**config.mk**
```make
export PLATFORM = sky130hd
export DESIGN_NAME = csr_unit_top
export DESIGN_NICKNAME = d
export VERILOG_FILES = /design/src/verilog/csr_pkg.sv /design/src/verilog/excp_pkg.sv /design/src/verilog/csr_cmd_queue.sv /design/src/verilog/csr_file.sv /design/src/verilog/csr_timer.sv /design/src/verilog/csr_resp.sv /design/src/verilog/csr_unit_top.sv
export VERILOG_INCLUDE_DIRS = /design/src /design/src/include
export SDC_FILE = /design/constraint.sdc
export NUM_CORES = 2
export LEC_CHECK = 0
export ABC_CLOCK_PERIOD_IN_PS = 6700
export BUFFER_PORTS_ARGS = -buffer_cell sky130_fd_sc_hd__clkbuf_2
export CAP_MARGIN = 40
export CORE_ASPECT_RATIO = 1.2
export CORE_MARGIN = 10
export CORE_UTILIZATION = 50
export DETAILED_ROUTE_END_ITERATION = 8
export HOLD_SLACK_MARGIN = 0.06
export PLACE_DENSITY = 0.67
export SYNTH_ARGS = -nofsm -noshare
export SYNTH_HDL_FRONTEND = slang
export SYNTH_SLANG_ARGS = --single-unit
```
**constraint.sdc**
```tcl
create_clock -name clk -period 6.7 [get_ports clk]
set_input_delay 0.335 -clock clk [delete_from_list [all_inputs] [get_ports clk]]
set_output_delay 0.335 -clock clk [all_outputs]
set_load 0.01 [all_outputs]
```
**src/include/csr_defines.svh**
```systemverilog
`ifndef CSR_DEFINES_SVH
`define CSR_DEFINES_SVH

// CSR numbers
`define CSR_CRMD        14'h0000
`define CSR_PRMD        14'h0001
`define CSR_ECFG        14'h0004
`define CSR_ESTAT       14'h0005
`define CSR_ERA         14'h0006
`define CSR_BADV        14'h0007
`define CSR_EENTRY      14'h000c
`define CSR_SAVE0       14'h0030
`define CSR_SAVE1       14'h0031
`define CSR_SAVE2       14'h0032
`define CSR_SAVE3       14'h0033
`define CSR_TID         14'h0040
`define CSR_TCFG        14'h0041
`define CSR_TVAL        14'h0042
`define CSR_TICLR       14'h0044
// Stable counter halves, mapped into the CSR space of this unit
`define CSR_TIMER_L     14'h0060
`define CSR_TIMER_H     14'h0061

// CRMD and PRMD fields
`define PLV             1:0
`define IE              2
`define DA              3
`define PG              4
`define DATF            6:5
`define DATM            8:7
`define PPLV            1:0
`define PIE             2

// ESTAT fields
`define IS_SOFT         1:0
`define IS_HARD         9:2
`define IS_TI           11
`define ECODE           21:16
`define ESUBCODE        30:22

// EENTRY, ECFG, timer fields
`define EENTRY_VA       31:6
`define LIE             12:0
`define TCFG_EN         0
`define TCFG_PERIODIC   1
`define TCFG_INITVAL    31:2
`define TICLR_CLR       0

`define CRMD_RESET      32'h0000_0008

`define CMD_QUEUE_DEPTH 4
`define RESP_CREDITS    2

`endif

```
**src/verilog/csr_pkg.sv**
```systemverilog
package csr_pkg;

    typedef logic [13:0] csr_addr_t;
    typedef logic [31:0] csr_data_t;
    typedef logic [1:0]  plv_t;

    // Command kinds carried through the queue
    typedef enum logic [2:0] {
        CSR_OP_RD,
        CSR_OP_WR,
        CSR_OP_XCHG,
        CSR_OP_ERTN,
        CSR_OP_EXCP
    } csr_op_t;

endpackage

```
**src/verilog/excp_pkg.sv**
```systemverilog
package excp_pkg;

    typedef logic [5:0]  ecode_t;
    typedef logic [8:0]  esubcode_t;
    typedef logic [7:0]  intrpt_t;
    // Status and enable bits shared by ESTAT and ECFG
    typedef logic [12:0] irq_vec_t;

endpackage

```
**src/verilog/csr_cmd_queue.sv**
```systemverilog
`timescale 1ns/100ps
`include "csr_defines.svh"

module csr_cmd_queue (
    input  logic                 clk,
    input  logic                 rst,
    input  logic                 cmd_valid,
    input  csr_pkg::csr_op_t     cmd_op,
    input  csr_pkg::csr_addr_t   cmd_addr,
    input  csr_pkg::csr_data_t   cmd_wdata,
    input  csr_pkg::csr_data_t   cmd_mask,
    input  excp_pkg::ecode_t     cmd_ecode,
    input  excp_pkg::esubcode_t  cmd_esubcode,
    input  csr_pkg::csr_data_t   cmd_era,
    input  csr_pkg::csr_data_t   cmd_badv,
    input  logic                 cmd_use_badv,
    output logic                 cmd_credit,
    output logic                 q_nonempty,
    output csr_pkg::csr_op_t     q_op,
    output csr_pkg::csr_addr_t   q_addr,
    output csr_pkg::csr_data_t   q_wdata,
    output csr_pkg::csr_data_t   q_mask,
    output excp_pkg::ecode_t     q_ecode,
    output excp_pkg::esubcode_t  q_esubcode,
    output csr_pkg::csr_data_t   q_era,
    output csr_pkg::csr_data_t   q_badv,
    output logic                 q_use_badv,
    input  logic                 out_ready
);
    import csr_pkg::*;
    import excp_pkg::*;

    localparam int DEPTH = `CMD_QUEUE_DEPTH;
    localparam int PTR_W = $clog2(DEPTH);

    csr_op_t    mem_op       [DEPTH];
    csr_addr_t  mem_addr     [DEPTH];
    csr_data_t  mem_wdata    [DEPTH];
    csr_data_t  mem_mask     [DEPTH];
    ecode_t     mem_ecode    [DEPTH];
    esubcode_t  mem_esubcode [DEPTH];
    csr_data_t  mem_era      [DEPTH];
    csr_data_t  mem_badv     [DEPTH];
    logic       mem_use_badv [DEPTH];

    logic [PTR_W-1:0] wr_ptr;
    logic [PTR_W-1:0] rd_ptr;
    logic [PTR_W:0]   count;
    logic             empty;
    logic             pop;

    assign empty = (count == '0);
    // Empty queue hands the incoming command straight to the head
    assign q_nonempty = !empty || cmd_valid;
    assign pop = q_nonempty && out_ready;

    always_comb
    begin
        if (empty)
        begin
            q_op       = cmd_op;
            q_addr     = cmd_addr;
            q_wdata    = cmd_wdata;
            q_mask     = cmd_mask;
            q_ecode    = cmd_ecode;
            q_esubcode = cmd_esubcode;
            q_era      = cmd_era;
            q_badv     = cmd_badv;
            q_use_badv = cmd_use_badv;
        end
        else
        begin
            q_op       = mem_op[rd_ptr];
            q_addr     = mem_addr[rd_ptr];
            q_wdata    = mem_wdata[rd_ptr];
            q_mask     = mem_mask[rd_ptr];
            q_ecode    = mem_ecode[rd_ptr];
            q_esubcode = mem_esubcode[rd_ptr];
            q_era      = mem_era[rd_ptr];
            q_badv     = mem_badv[rd_ptr];
            q_use_badv = mem_use_badv[rd_ptr];
        end
    end

    // Also written on bypass, where both pointers move together
    always_ff @(posedge clk)
    begin
        if (cmd_valid)
        begin
            mem_op[wr_ptr]       <= cmd_op;
            mem_addr[wr_ptr]     <= cmd_addr;
            mem_wdata[wr_ptr]    <= cmd_wdata;
            mem_mask[wr_ptr]     <= cmd_mask;
            mem_ecode[wr_ptr]    <= cmd_ecode;
            mem_esubcode[wr_ptr] <= cmd_esubcode;
            mem_era[wr_ptr]      <= cmd_era;
            mem_badv[wr_ptr]     <= cmd_badv;
            mem_use_badv[wr_ptr] <= cmd_use_badv;
        end
    end

    always_ff @(posedge clk)
    begin
        if (rst)
        begin
            wr_ptr     <= '0;
            rd_ptr     <= '0;
            count      <= '0;
            cmd_credit <= 1'b0;
        end
        else
        begin
            if (cmd_valid)
            begin
                wr_ptr <= (wr_ptr == PTR_W'(DEPTH - 1)) ? '0 : wr_ptr + 1'b1;
            end
            if (pop)
            begin
                rd_ptr <= (rd_ptr == PTR_W'(DEPTH - 1)) ? '0 : rd_ptr + 1'b1;
            end
            case ({cmd_valid, pop})
                2'b10: count <= count + 1'b1;
                2'b01: count <= count - 1'b1;
                default: count <= count;
            endcase
            // One credit back per popped entry
            cmd_credit <= pop;
        end
    end

endmodule

```
**src/verilog/csr_file.sv**
```systemverilog
`timescale 1ns/100ps
`include "csr_defines.svh"

module csr_file (
    input  logic                 clk,
    input  logic                 rst,
    input  logic                 q_nonempty,
    input  logic                 out_ready,
    input  csr_pkg::csr_op_t     q_op,
    input  csr_pkg::csr_addr_t   q_addr,
    input  csr_pkg::csr_data_t   q_wdata,
    input  csr_pkg::csr_data_t   q_mask,
    input  excp_pkg::ecode_t     q_ecode,
    input  excp_pkg::esubcode_t  q_esubcode,
    input  csr_pkg::csr_data_t   q_era,
    input  csr_pkg::csr_data_t   q_badv,
    input  logic                 q_use_badv,
    input  excp_pkg::intrpt_t    intrpt,
    input  logic                 timer_fire,
    input  csr_pkg::csr_data_t   tcfg_rd,
    input  csr_pkg::csr_data_t   tval_rd,
    input  csr_pkg::csr_data_t   timer_lo,
    input  csr_pkg::csr_data_t   timer_hi,
    output logic                 tcfg_we,
    output csr_pkg::csr_data_t   tcfg_wdata,
    output csr_pkg::csr_data_t   rdata,
    output logic                 redirect,
    output csr_pkg::csr_data_t   redirect_pc,
    output logic                 have_intrpt,
    output csr_pkg::plv_t        crmd_plv
);
    import csr_pkg::*;
    import excp_pkg::*;

    csr_data_t crmd;
    csr_data_t prmd;
    csr_data_t estat;
    csr_data_t era;
    csr_data_t eentry;
    csr_data_t save [4];
    csr_data_t ecfg;
    csr_data_t tid;
    csr_data_t badv;

    logic      pop;
    logic      wr_en;
    logic      excp;
    logic      ertn;
    csr_data_t old_val;
    csr_data_t wmask;
    csr_data_t wval;
    irq_vec_t  irq_pend;

    assign pop   = q_nonempty && out_ready;
    assign wr_en = pop && (q_op == CSR_OP_WR || q_op == CSR_OP_XCHG);
    assign excp  = pop && (q_op == CSR_OP_EXCP);
    assign ertn  = pop && (q_op == CSR_OP_ERTN);

    always_comb
    begin
        case (q_addr)
            `CSR_CRMD:    old_val = crmd;
            `CSR_PRMD:    old_val = prmd;
            `CSR_ESTAT:   old_val = estat;
            `CSR_ERA:     old_val = era;
            `CSR_EENTRY:  old_val = eentry;
            `CSR_SAVE0:   old_val = save[0];
            `CSR_SAVE1:   old_val = save[1];
            `CSR_SAVE2:   old_val = save[2];
            `CSR_SAVE3:   old_val = save[3];
            `CSR_ECFG:    old_val = ecfg;
            `CSR_TID:     old_val = tid;
            `CSR_TCFG:    old_val = tcfg_rd;
            `CSR_TVAL:    old_val = tval_rd;
            `CSR_BADV:    old_val = badv;
            `CSR_TIMER_L: old_val = timer_lo;
            `CSR_TIMER_H: old_val = timer_hi;
            default:      old_val = '0;
        endcase
    end

    // Full write behaves as an exchange with every mask bit set
    assign wmask = (q_op == CSR_OP_WR) ? '1 : q_mask;
    assign wval  = (old_val & ~wmask) | (q_wdata & wmask);

    assign rdata       = old_val;
    assign redirect    = (q_op == CSR_OP_EXCP) || (q_op == CSR_OP_ERTN);
    assign redirect_pc = (q_op == CSR_OP_EXCP) ? eentry : era;

    assign tcfg_we    = wr_en && (q_addr == `CSR_TCFG);
    assign tcfg_wdata = wval;

    assign irq_pend    = ecfg[`LIE] & {1'b0, estat[`IS_TI], 1'b0, estat[`IS_HARD], estat[`IS_SOFT]};
    assign have_intrpt = crmd[`IE] && (|irq_pend);
    assign crmd_plv    = crmd[`PLV];

    always_ff @(posedge clk)
    begin
        if (rst)
        begin
            crmd   <= `CRMD_RESET;
            prmd   <= '0;
            era    <= '0;
            eentry <= '0;
            save   <= '{default: '0};
            ecfg   <= '0;
            tid    <= '0;
            badv   <= '0;
        end
        else
        begin
            if (wr_en)
            begin
                case (q_addr)
                    `CSR_CRMD:
                    begin
                        crmd[`PLV]  <= wval[`PLV];
                        crmd[`IE]   <= wval[`IE];
                        crmd[`DA]   <= wval[`DA];
                        crmd[`PG]   <= wval[`PG];
                        crmd[`DATF] <= wval[`DATF];
                        crmd[`DATM] <= wval[`DATM];
                    end
                    `CSR_PRMD:
                    begin
                        prmd[`PPLV] <= wval[`PPLV];
                        prmd[`PIE]  <= wval[`PIE];
                    end
                    `CSR_ERA:    era <= wval;
                    `CSR_EENTRY: eentry[`EENTRY_VA] <= wval[`EENTRY_VA];
                    `CSR_SAVE0:  save[0] <= wval;
                    `CSR_SAVE1:  save[1] <= wval;
                    `CSR_SAVE2:  save[2] <= wval;
                    `CSR_SAVE3:  save[3] <= wval;
                    // LIE bit 10 is reserved
                    `CSR_ECFG:   ecfg[`LIE] <= wval[`LIE] & 13'h1bff;
                    `CSR_TID:    tid <= wval;
                    `CSR_BADV:   badv <= wval;
                    default:     ;
                endcase
            end
            if (excp)
            begin
                prmd[`PPLV] <= crmd[`PLV];
                prmd[`PIE]  <= crmd[`IE];
                crmd[`PLV]  <= 2'b00;
                crmd[`IE]   <= 1'b0;
                era         <= q_era;
                if (q_use_badv)
                begin
                    badv <= q_badv;
                end
            end
            if (ertn)
            begin
                crmd[`PLV] <= prmd[`PPLV];
                crmd[`IE]  <= prmd[`PIE];
            end
        end
    end

    always_ff @(posedge clk)
    begin
        if (rst)
        begin
            estat <= '0;
        end
        else
        begin
            // Hardware lines are sampled every cycle
            estat[`IS_HARD] <= intrpt;
            if (wr_en && q_addr == `CSR_ESTAT)
            begin
                estat[`IS_SOFT] <= wval[`IS_SOFT];
            end
            if (excp)
            begin
                estat[`ECODE]    <= q_ecode;
                estat[`ESUBCODE] <= q_esubcode;
            end
            // Expiry wins over a TICLR clear in the same cycle
            if (timer_fire)
            begin
                estat[`IS_TI] <= 1'b1;
            end
            else if (wr_en && q_addr == `CSR_TICLR && wval[`TICLR_CLR])
            begin
                estat[`IS_TI] <= 1'b0;
            end
        end
    end

endmodule

```
**src/verilog/csr_timer.sv**
```systemverilog
`timescale 1ns/100ps
`include "csr_defines.svh"

module csr_timer (
    input  logic                clk,
    input  logic                rst,
    input  logic                tcfg_we,
    input  csr_pkg::csr_data_t  tcfg_wdata,
    output csr_pkg::csr_data_t  tcfg_rd,
    output csr_pkg::csr_data_t  tval_rd,
    output csr_pkg::csr_data_t  timer_lo,
    output csr_pkg::csr_data_t  timer_hi,
    output logic                timer_fire
);
    import csr_pkg::*;

    csr_data_t   tcfg;
    csr_data_t   tval;
    logic        timer_en;
    logic [63:0] stable_cnt;

    assign timer_fire = timer_en && (tval == '0);

    always_ff @(posedge clk)
    begin
        if (rst)
        begin
            tcfg     <= '0;
            tval     <= '0;
            timer_en <= 1'b0;
        end
        else if (tcfg_we)
        begin
            tcfg     <= tcfg_wdata;
            tval     <= {tcfg_wdata[`TCFG_INITVAL], 2'b00};
            timer_en <= tcfg_wdata[`TCFG_EN];
        end
        else if (timer_en)
        begin
            if (tval != '0)
            begin
                tval <= tval - 1'b1;
            end
            else if (tcfg[`TCFG_PERIODIC])
            begin
                tval <= {tcfg[`TCFG_INITVAL], 2'b00};
            end
            else
            begin
                // One-shot mode stops at zero
                timer_en <= 1'b0;
            end
        end
    end

    always_ff @(posedge clk)
    begin
        if (rst)
        begin
            stable_cnt <= '0;
        end
        else
        begin
            stable_cnt <= stable_cnt + 64'd1;
        end
    end

    assign tcfg_rd  = tcfg;
    assign tval_rd  = tval;
    assign timer_lo = stable_cnt[31:0];
    assign timer_hi = stable_cnt[63:32];

endmodule

```
**src/verilog/csr_resp.sv**
```systemverilog
`timescale 1ns/100ps
`include "csr_defines.svh"

module csr_resp (
    input  logic                clk,
    input  logic                rst,
    input  logic                pop,
    input  csr_pkg::csr_data_t  rdata,
    input  logic                redirect,
    input  csr_pkg::csr_data_t  redirect_pc,
    input  logic                resp_credit,
    output logic                out_ready,
    output logic                resp_valid,
    output csr_pkg::csr_data_t  resp_rdata,
    output logic                resp_redirect,
    output csr_pkg::csr_data_t  resp_pc
);
    localparam int CRED_W = $clog2(`RESP_CREDITS + 1);

    logic [CRED_W-1:0] credits;

    // A pop is allowed only while a downstream slot is known free
    assign out_ready = (credits != '0);

    always_ff @(posedge clk)
    begin
        if (rst)
        begin
            credits    <= CRED_W'(`RESP_CREDITS);
            resp_valid <= 1'b0;
        end
        else
        begin
            case ({pop, resp_credit})
                2'b10: credits <= credits - 1'b1;
                2'b01: credits <= credits + 1'b1;
                default: credits <= credits;
            endcase
            resp_valid <= pop;
        end
    end

    always_ff @(posedge clk)
    begin
        if (pop)
        begin
            resp_rdata    <= rdata;
            resp_redirect <= redirect;
            resp_pc       <= redirect_pc;
        end
    end

endmodule

```
**src/verilog/csr_unit_top.sv**
```systemverilog
`timescale 1ns/100ps

module csr_unit_top (
    input  logic                 clk,
    input  logic                 rst,
    input  logic                 cmd_valid,
    input  csr_pkg::csr_op_t     cmd_op,
    input  csr_pkg::csr_addr_t   cmd_addr,
    input  csr_pkg::csr_data_t   cmd_wdata,
    input  csr_pkg::csr_data_t   cmd_mask,
    input  excp_pkg::ecode_t     cmd_ecode,
    input  excp_pkg::esubcode_t  cmd_esubcode,
    input  csr_pkg::csr_data_t   cmd_era,
    input  csr_pkg::csr_data_t   cmd_badv,
    input  logic                 cmd_use_badv,
    output logic                 cmd_credit,
    output logic                 resp_valid,
    output csr_pkg::csr_data_t   resp_rdata,
    output logic                 resp_redirect,
    output csr_pkg::csr_data_t   resp_pc,
    input  logic                 resp_credit,
    input  excp_pkg::intrpt_t    intrpt,
    output logic                 have_intrpt,
    output csr_pkg::plv_t        crmd_plv
);
    import csr_pkg::*;
    import excp_pkg::*;

    logic      q_nonempty;
    csr_op_t   q_op;
    csr_addr_t q_addr;
    csr_data_t q_wdata;
    csr_data_t q_mask;
    ecode_t    q_ecode;
    esubcode_t q_esubcode;
    csr_data_t q_era;
    csr_data_t q_badv;
    logic      q_use_badv;
    logic      out_ready;
    logic      pop;

    logic      tcfg_we;
    csr_data_t tcfg_wdata;
    csr_data_t tcfg_rd;
    csr_data_t tval_rd;
    csr_data_t timer_lo;
    csr_data_t timer_hi;
    logic      timer_fire;

    csr_data_t rdata;
    logic      redirect;
    csr_data_t redirect_pc;

    assign pop = q_nonempty && out_ready;

    csr_cmd_queue i_csr_cmd_queue (
        .clk          (clk),
        .rst          (rst),
        .cmd_valid    (cmd_valid),
        .cmd_op       (cmd_op),
        .cmd_addr     (cmd_addr),
        .cmd_wdata    (cmd_wdata),
        .cmd_mask     (cmd_mask),
        .cmd_ecode    (cmd_ecode),
        .cmd_esubcode (cmd_esubcode),
        .cmd_era      (cmd_era),
        .cmd_badv     (cmd_badv),
        .cmd_use_badv (cmd_use_badv),
        .cmd_credit   (cmd_credit),
        .q_nonempty   (q_nonempty),
        .q_op         (q_op),
        .q_addr       (q_addr),
        .q_wdata      (q_wdata),
        .q_mask       (q_mask),
        .q_ecode      (q_ecode),
        .q_esubcode   (q_esubcode),
        .q_era        (q_era),
        .q_badv       (q_badv),
        .q_use_badv   (q_use_badv),
        .out_ready    (out_ready)
    );

    csr_file i_csr_file (
        .clk         (clk),
        .rst         (rst),
        .q_nonempty  (q_nonempty),
        .out_ready   (out_ready),
        .q_op        (q_op),
        .q_addr      (q_addr),
        .q_wdata     (q_wdata),
        .q_mask      (q_mask),
        .q_ecode     (q_ecode),
        .q_esubcode  (q_esubcode),
        .q_era       (q_era),
        .q_badv      (q_badv),
        .q_use_badv  (q_use_badv),
        .intrpt      (intrpt),
        .timer_fire  (timer_fire),
        .tcfg_rd     (tcfg_rd),
        .tval_rd     (tval_rd),
        .timer_lo    (timer_lo),
        .timer_hi    (timer_hi),
        .tcfg_we     (tcfg_we),
        .tcfg_wdata  (tcfg_wdata),
        .rdata       (rdata),
        .redirect    (redirect),
        .redirect_pc (redirect_pc),
        .have_intrpt (have_intrpt),
        .crmd_plv    (crmd_plv)
    );

    csr_timer i_csr_timer (
        .clk        (clk),
        .rst        (rst),
        .tcfg_we    (tcfg_we),
        .tcfg_wdata (tcfg_wdata),
        .tcfg_rd    (tcfg_rd),
        .tval_rd    (tval_rd),
        .timer_lo   (timer_lo),
        .timer_hi   (timer_hi),
        .timer_fire (timer_fire)
    );

    csr_resp i_csr_resp (
        .clk           (clk),
        .rst           (rst),
        .pop           (pop),
        .rdata         (rdata),
        .redirect      (redirect),
        .redirect_pc   (redirect_pc),
        .resp_credit   (resp_credit),
        .out_ready     (out_ready),
        .resp_valid    (resp_valid),
        .resp_rdata    (resp_rdata),
        .resp_redirect (resp_redirect),
        .resp_pc       (resp_pc)
    );

endmodule

```
Word level (Yosys, flattened, before mapping)

Memories as Yosys holds them, arrays and structs flattened. A register that Yosys moved wholly into a read port is not among the register bits.
Cells that the tools add are included.

$add $sub $neg: 8
Equal/unequal tests: 26
Multiplexer cells: 60
Bitwise logic cells: 5
Reduce and logical (&&, ||, !) cells: 45

Operators by type and width:

| cell                  | number |
|---|---|
| $mux 32               | 17 |
| $pmux 32 s16          | 1 |
| $eq 14x7->1 const B   | 6 |
| $add 64x1->64 const B | 1 |
| $and 32x32->32        | 2 |
| $eq 14x3->1 const B   | 4 |
| $eq 14x6->1 const B   | 4 |
| $mux 2                | 20 |
| $logic_not 32->1      | 1 |
| $not 32->32           | 1 |
| $or 32x32->32         | 1 |
| $reduce_bool 32->1    | 1 |
| $sub 32x1->32 const B | 1 |
| $reduce_and 2->1      | 13 |
| $mux 3                | 8 |
| $reduce_bool 2->1     | 9 |
| $eq 14x1->1 const B   | 1 |
| $eq 14x4->1 const B   | 1 |
| $logic_not 14->1      | 1 |
| $mux 14               | 1 |
| $and 13x12->13        | 1 |
| $reduce_or 13->1      | 1 |
| $logic_and 1x1->1     | 10 |
| $mux 1                | 9 |
| 18 further kinds      | 29 |

Register bits: 504
RAM bits: 644
Output and inout bits: 70
Logic and storage cells: 183
Memories: 9

Memories:

| name                         | depth | width | read ports | clocked after Yosys merged registers in | wr ports | RTL line            | text |
|---|---|---|---|---|---|---|---|
| i_csr_cmd_queue.mem_badv     | 4     | 32    | 1          | 1                                       | 1        | csr_cmd_queue.sv:43 | `csr_data_t mem_badv [DEPTH];` |
| i_csr_cmd_queue.mem_era      | 4     | 32    | 1          | 1                                       | 1        | csr_cmd_queue.sv:42 | `csr_data_t mem_era [DEPTH];` |
| i_csr_cmd_queue.mem_mask     | 4     | 32    | 1          | 1                                       | 1        | csr_cmd_queue.sv:39 | `csr_data_t mem_mask [DEPTH];` |
| i_csr_cmd_queue.mem_wdata    | 4     | 32    | 1          | 1                                       | 1        | csr_cmd_queue.sv:38 | `csr_data_t mem_wdata [DEPTH];` |
| i_csr_cmd_queue.mem_addr     | 4     | 14    | 1          | 1                                       | 1        | csr_cmd_queue.sv:37 | `csr_addr_t mem_addr [DEPTH];` |
| i_csr_cmd_queue.mem_esubcode | 4     | 9     | 1          | 1                                       | 1        | csr_cmd_queue.sv:41 | `esubcode_t mem_esubcode [DEPTH];` |
| 3 more memories              | --    | --    | --         | --                                      | --       | --                  |  |

Logic depth before layout (Yosys ltp)

Word-level depth: 11
Depth in mapped cells: 16

Modules after synthesis

From an unflattened synthesis, not the netlist that was laid out.

Cells, all modules: 4114
Area, all modules: 51384.3 sq um

Modules (own cells, without submodules):

| module        | instances | cells an instance | area each (sq um) |
|---|---|---|---|
| csr_cmd_queue | 1         | 1067              | 25593.3 |
| csr_file      | 1         | 2177              | 17450.5 |
| csr_timer     | 1         | 791               | 6256.0 |
| csr_resp      | 1         | 78                | 2078.2 |
| csr_unit_top  | 1         | 1                 | 6.3 |

Worst setup path before layout

OpenSTA, ideal clock, no wires.

Path type: register to register
Start: reg i_csr_cmd_queue.wr_ptr[0]
End: mem i_csr_cmd_queue.mem_addr[0][0] in the netlist's numbering (enable)
Library setup time: 540 ps
Arrival: 4220 ps
Required time: 6160 ps
Path slack: 1941 ps
Cell stages (with the launch flop): 4
Buffers on the path: 0
Period minus slack after synthesis: 4759 ps
Cell sequence: dfxtp_1 -> inv_1 -> ha_1 -> and2_1

RTL lines:

| what                   | RTL line             | text |
|---|---|---|
| from (decl)            | csr_cmd_queue.sv:46  | `logic [PTR_W-1:0] wr_ptr;` |
| from (signal assigned) | csr_cmd_queue.sv:115 | `wr_ptr <= (wr_ptr == PTR_W'(DEPTH - 1)) ? '0 : wr_ptr + 1'b1;` |
| to (decl)              | csr_cmd_queue.sv:37  |  |

Straight into the memory's write port.

==> metrics <==
outcome=finished clean; Unique masters post-synth=94; DP HPWL=147 mm; power per cell area=411 nW/µm²; Final Setup Violations=0; dpl cells=5667; Rows=126; wire per inst=34.8 µm; Synth async-reset ratio=0; Final nets=4856; Post-synth EDFFs=709; Final min period=5.36 ns; Port Buf Inserts=242; top_reg_cell synth=edfxtp_1; CP peak stage delay=0.88 ns; number of CTS-inserted buffers=114; fmax=0.186 GHz; Max-Cap Viols=0; Post-CTS Resized=0; CTS clock-pin slew for the worst setup and hold paths=0.06 ns; Crit-path slowest cell=dfxtp_4; die width=309 µm; antenna viol nets, final=0; TNS Setup=0 ns; Design Area, Final=58600 µm²; Tcrit/Tclk final=0.801; syn_nets=4458; first-pass GRT wire length=295 mm; die height=366 µm; Via Count=40900; synth-to-layout area growth=17.4%; Finished Layout Cells=6058; CP most frequent cell=nand3_1; Routability Congestion=1.06; pre-CTS setup slack=1.63 ns; Slew @ Worst Pin=1.10 ns; Ports=243; Initial Utilization=0.506; clk_lat worst skew=0.75 ns; final wirelength=211 mm; number of global-route vias before repair=39100; largest net degree at the start of global routing=185; Mapped Avg Cell Area=11.7 µm²; Worst Path Max Fanout=46; Yosys reg bits=1150; Leakage=20.0 nW; Setup WS post-layout=1.34 ns; Slew Viols, Final=0; First-pass DRT Iterations=8; post-CTS setup buffer count=0; final total power=24.1 mW; Critical Path Sink Type=flop; die area=113000 µm²; H-tree Lvls=3; total core area=98700 µm²; initial antenna violation count=16; Post-Syn Instances=4275; DP Area=53100 µm²; RSZ-0062 raised after global routing=no; Worst Path Required=7.25 ns; Crit Path Class=reg -> reg; Worst IR Drop VDD=0.377 mV; DR iter-0 viols=5934; CP arrival=5.91 ns; synth warn=0; CTS tree=built; crit-path cells=mux4_2, and3_1, a31o_1, buf_4, a222oi_1, nor2_1, a2111oi_0, nand3_1, nand3_1, a21oi_1; share of cells above drive strength 1=0.182; HP Class=in -> reg; GRT Residual Overflow=0; worst hold slack=0.0717 ns; Final Skew=0.0472 ns; Max clock buf depth=3; clk root buf=clkbuf_16; Post-Route Utilization=0.594; # fillers=7976; Critical Path Source Type=flop; Hold Fails Final Rpt=0; vias per cell=6.75; Slew HR=0.266; Post-Syn Area=49900 µm²; sequential element share of the synthesized area=0.603; CTS sink cnt=1150; DRC viols=0; Total GRT Usage=0.365
logic make-up (layout without fill, tap and decap cells):
kind of cell | after synthesis | after routing | synth area share
compound gates | 971 | 971 | 0.130
xor+xnor | 56 | 56 | 0.00982
fa+ha+maj | 10 | 10 | 0.00266
buf+inv | 340 | 836 | 0.0292
flops | 1150 | 1150 | 0.603
mux | 210 | 210 | 0.0821
other cells | 0 | 7 | 0
simple gates | 1538 | 1538 | 0.144
path summary, 6_finish.rpt:
| check | startpoint | to | slack (ns) | depth (start not counted) |
|---|---|---|---|---|
| hold reg to reg | i_csr_file.tid[14]$_SDFFE_PP0P_ | i_csr_file.tid[14]$_SDFFE_PP0P_ | 0.45 | 2 |
| hold / removal | resp_credit | i_csr_resp.credits[0]$_SDFFE_PP0P_ | 0.07 | 4 |
| setup reg to reg | flop | i_csr_file.era[9]$_SDFFE_PP0P_ | 1.34 | 10 |
| setup / recovery | flop | i_csr_file.era[9]$_SDFFE_PP0P_ | 1.34 | 10 |
sequential cells by signal, indices dropped and copies added (netlist names), 32 cells and up, named ones only:
register / flops
i_csr_timer.tval_rd: 32
i_csr_cmd_queue.mem_addr: 56
i_csr_timer.stable_cnt: 64
i_csr_file.save: 128
i_csr_cmd_queue.mem_wdata: 128
i_csr_resp.resp_pc: 32
i_csr_cmd_queue.mem_mask: 128
i_csr_cmd_queue.mem_era: 128
i_csr_file.tid: 32
i_csr_file.era: 32
i_csr_cmd_queue.mem_badv: 128
i_csr_cmd_queue.mem_esubcode: 36
i_csr_resp.resp_rdata: 32
i_csr_file.badv: 32
i_csr_timer.tcfg_rd: 32
routing by layer:
layer | GRT usage | up-vias | share of wire
li1 | - | 17100 | -
met1 | 0.454 | 20300 | 0.36
met4 | 0.254 | 16 | 0.084
met5 | 0 | - | 0.00048
met3 | 0.0875 | 744 | 0.10
met2 | 0.556 | 2771 | 0.45
worst max-delay path, delay by kind of cell (launching register included):
| family | cells | cell delay [ns] |
|---|---|---|
| buf+inv | 1 | 0.30 |
| compound gates | 4 | 2.05 |
| simple gates | 4 | 1.26 |
| flops | 1 | 0.88 |
| mux | 1 | 0.65 |
final cells by class:
type	instances	area, µm²	share of cell area
repair buffers	583	4390	0.0748
well taps	1280	1600	0.0273
flip-flops and latches	1150	30100	0.514
clock buffers	145	3080	0.0526
clock inverters	69	692	0.0118
multi-input cells	2785	18600	0.317
inverters	39	150	0.00256
diodes	7	17.5	0.000299
power by group:
| group | total, mW | internal [mW] | switching, mW | leakage (nW) |
|---|---|---|---|---|
| Sequential | 8.51 | 8.09 | 0.421 | 10.2 |
| Clock | 6.55 | 3.74 | 2.81 | 1.83 |
| Combinational | 9.07 | 2.46 | 6.61 | 8.00 |
| Total | 24.1 | 14.3 | 9.83 | 20.0 |
repair_timing:
action                     CTS  global route
hold endpoints to repair   689             0
hold buffers               169             0
setup endpoints to repair    0             0
cell usage in the layout (no fill, tap or decap), types with 51 or more instances in the layout:
cell type / n
dlygate4sd3_1: 169
edfxtp_1: 709
clkbuf_2: 241
buf_4: 151
dfxtp_1: 439
nor2_1: 265
mux4_2: 156
o21ai_0: 148
a22oi_1: 69
nor3_1: 82
nand2_1: 639
a21oi_1: 309
o211ai_1: 54
nand3_1: 214
and3_1: 51
clkbuf_16: 117
synthesized netlist by cell type (26+ instances only):
library cell,number,area (µm²)
mux2_2,30,338
buf_2,72,360
a222oi_1,27,270
edfxtp_1,709,21300
and2_1,30,188
dfxtp_1,441,8830
a31oi_1,32,200
or2_2,26,163
nor3_1,86,430
clkbuf_1,180,676
o211ai_1,54,405
a21oi_1,310,1550
buf_1,31,116
o31ai_1,26,195
nand4_1,33,206
o32ai_1,47,412
xor2_1,39,342
nand3_1,215,1080
nor2_1,269,1010
a211oi_1,29,218
o22ai_1,35,219
and3_1,51,319
inv_1,39,146
or3_1,43,269
a22oi_1,69,518
o21ai_0,148,741
nand2_1,640,2400
mux4_2,156,3510
nor4_1,27,169
No activity file was read; power rests on OpenSTA's default activity.
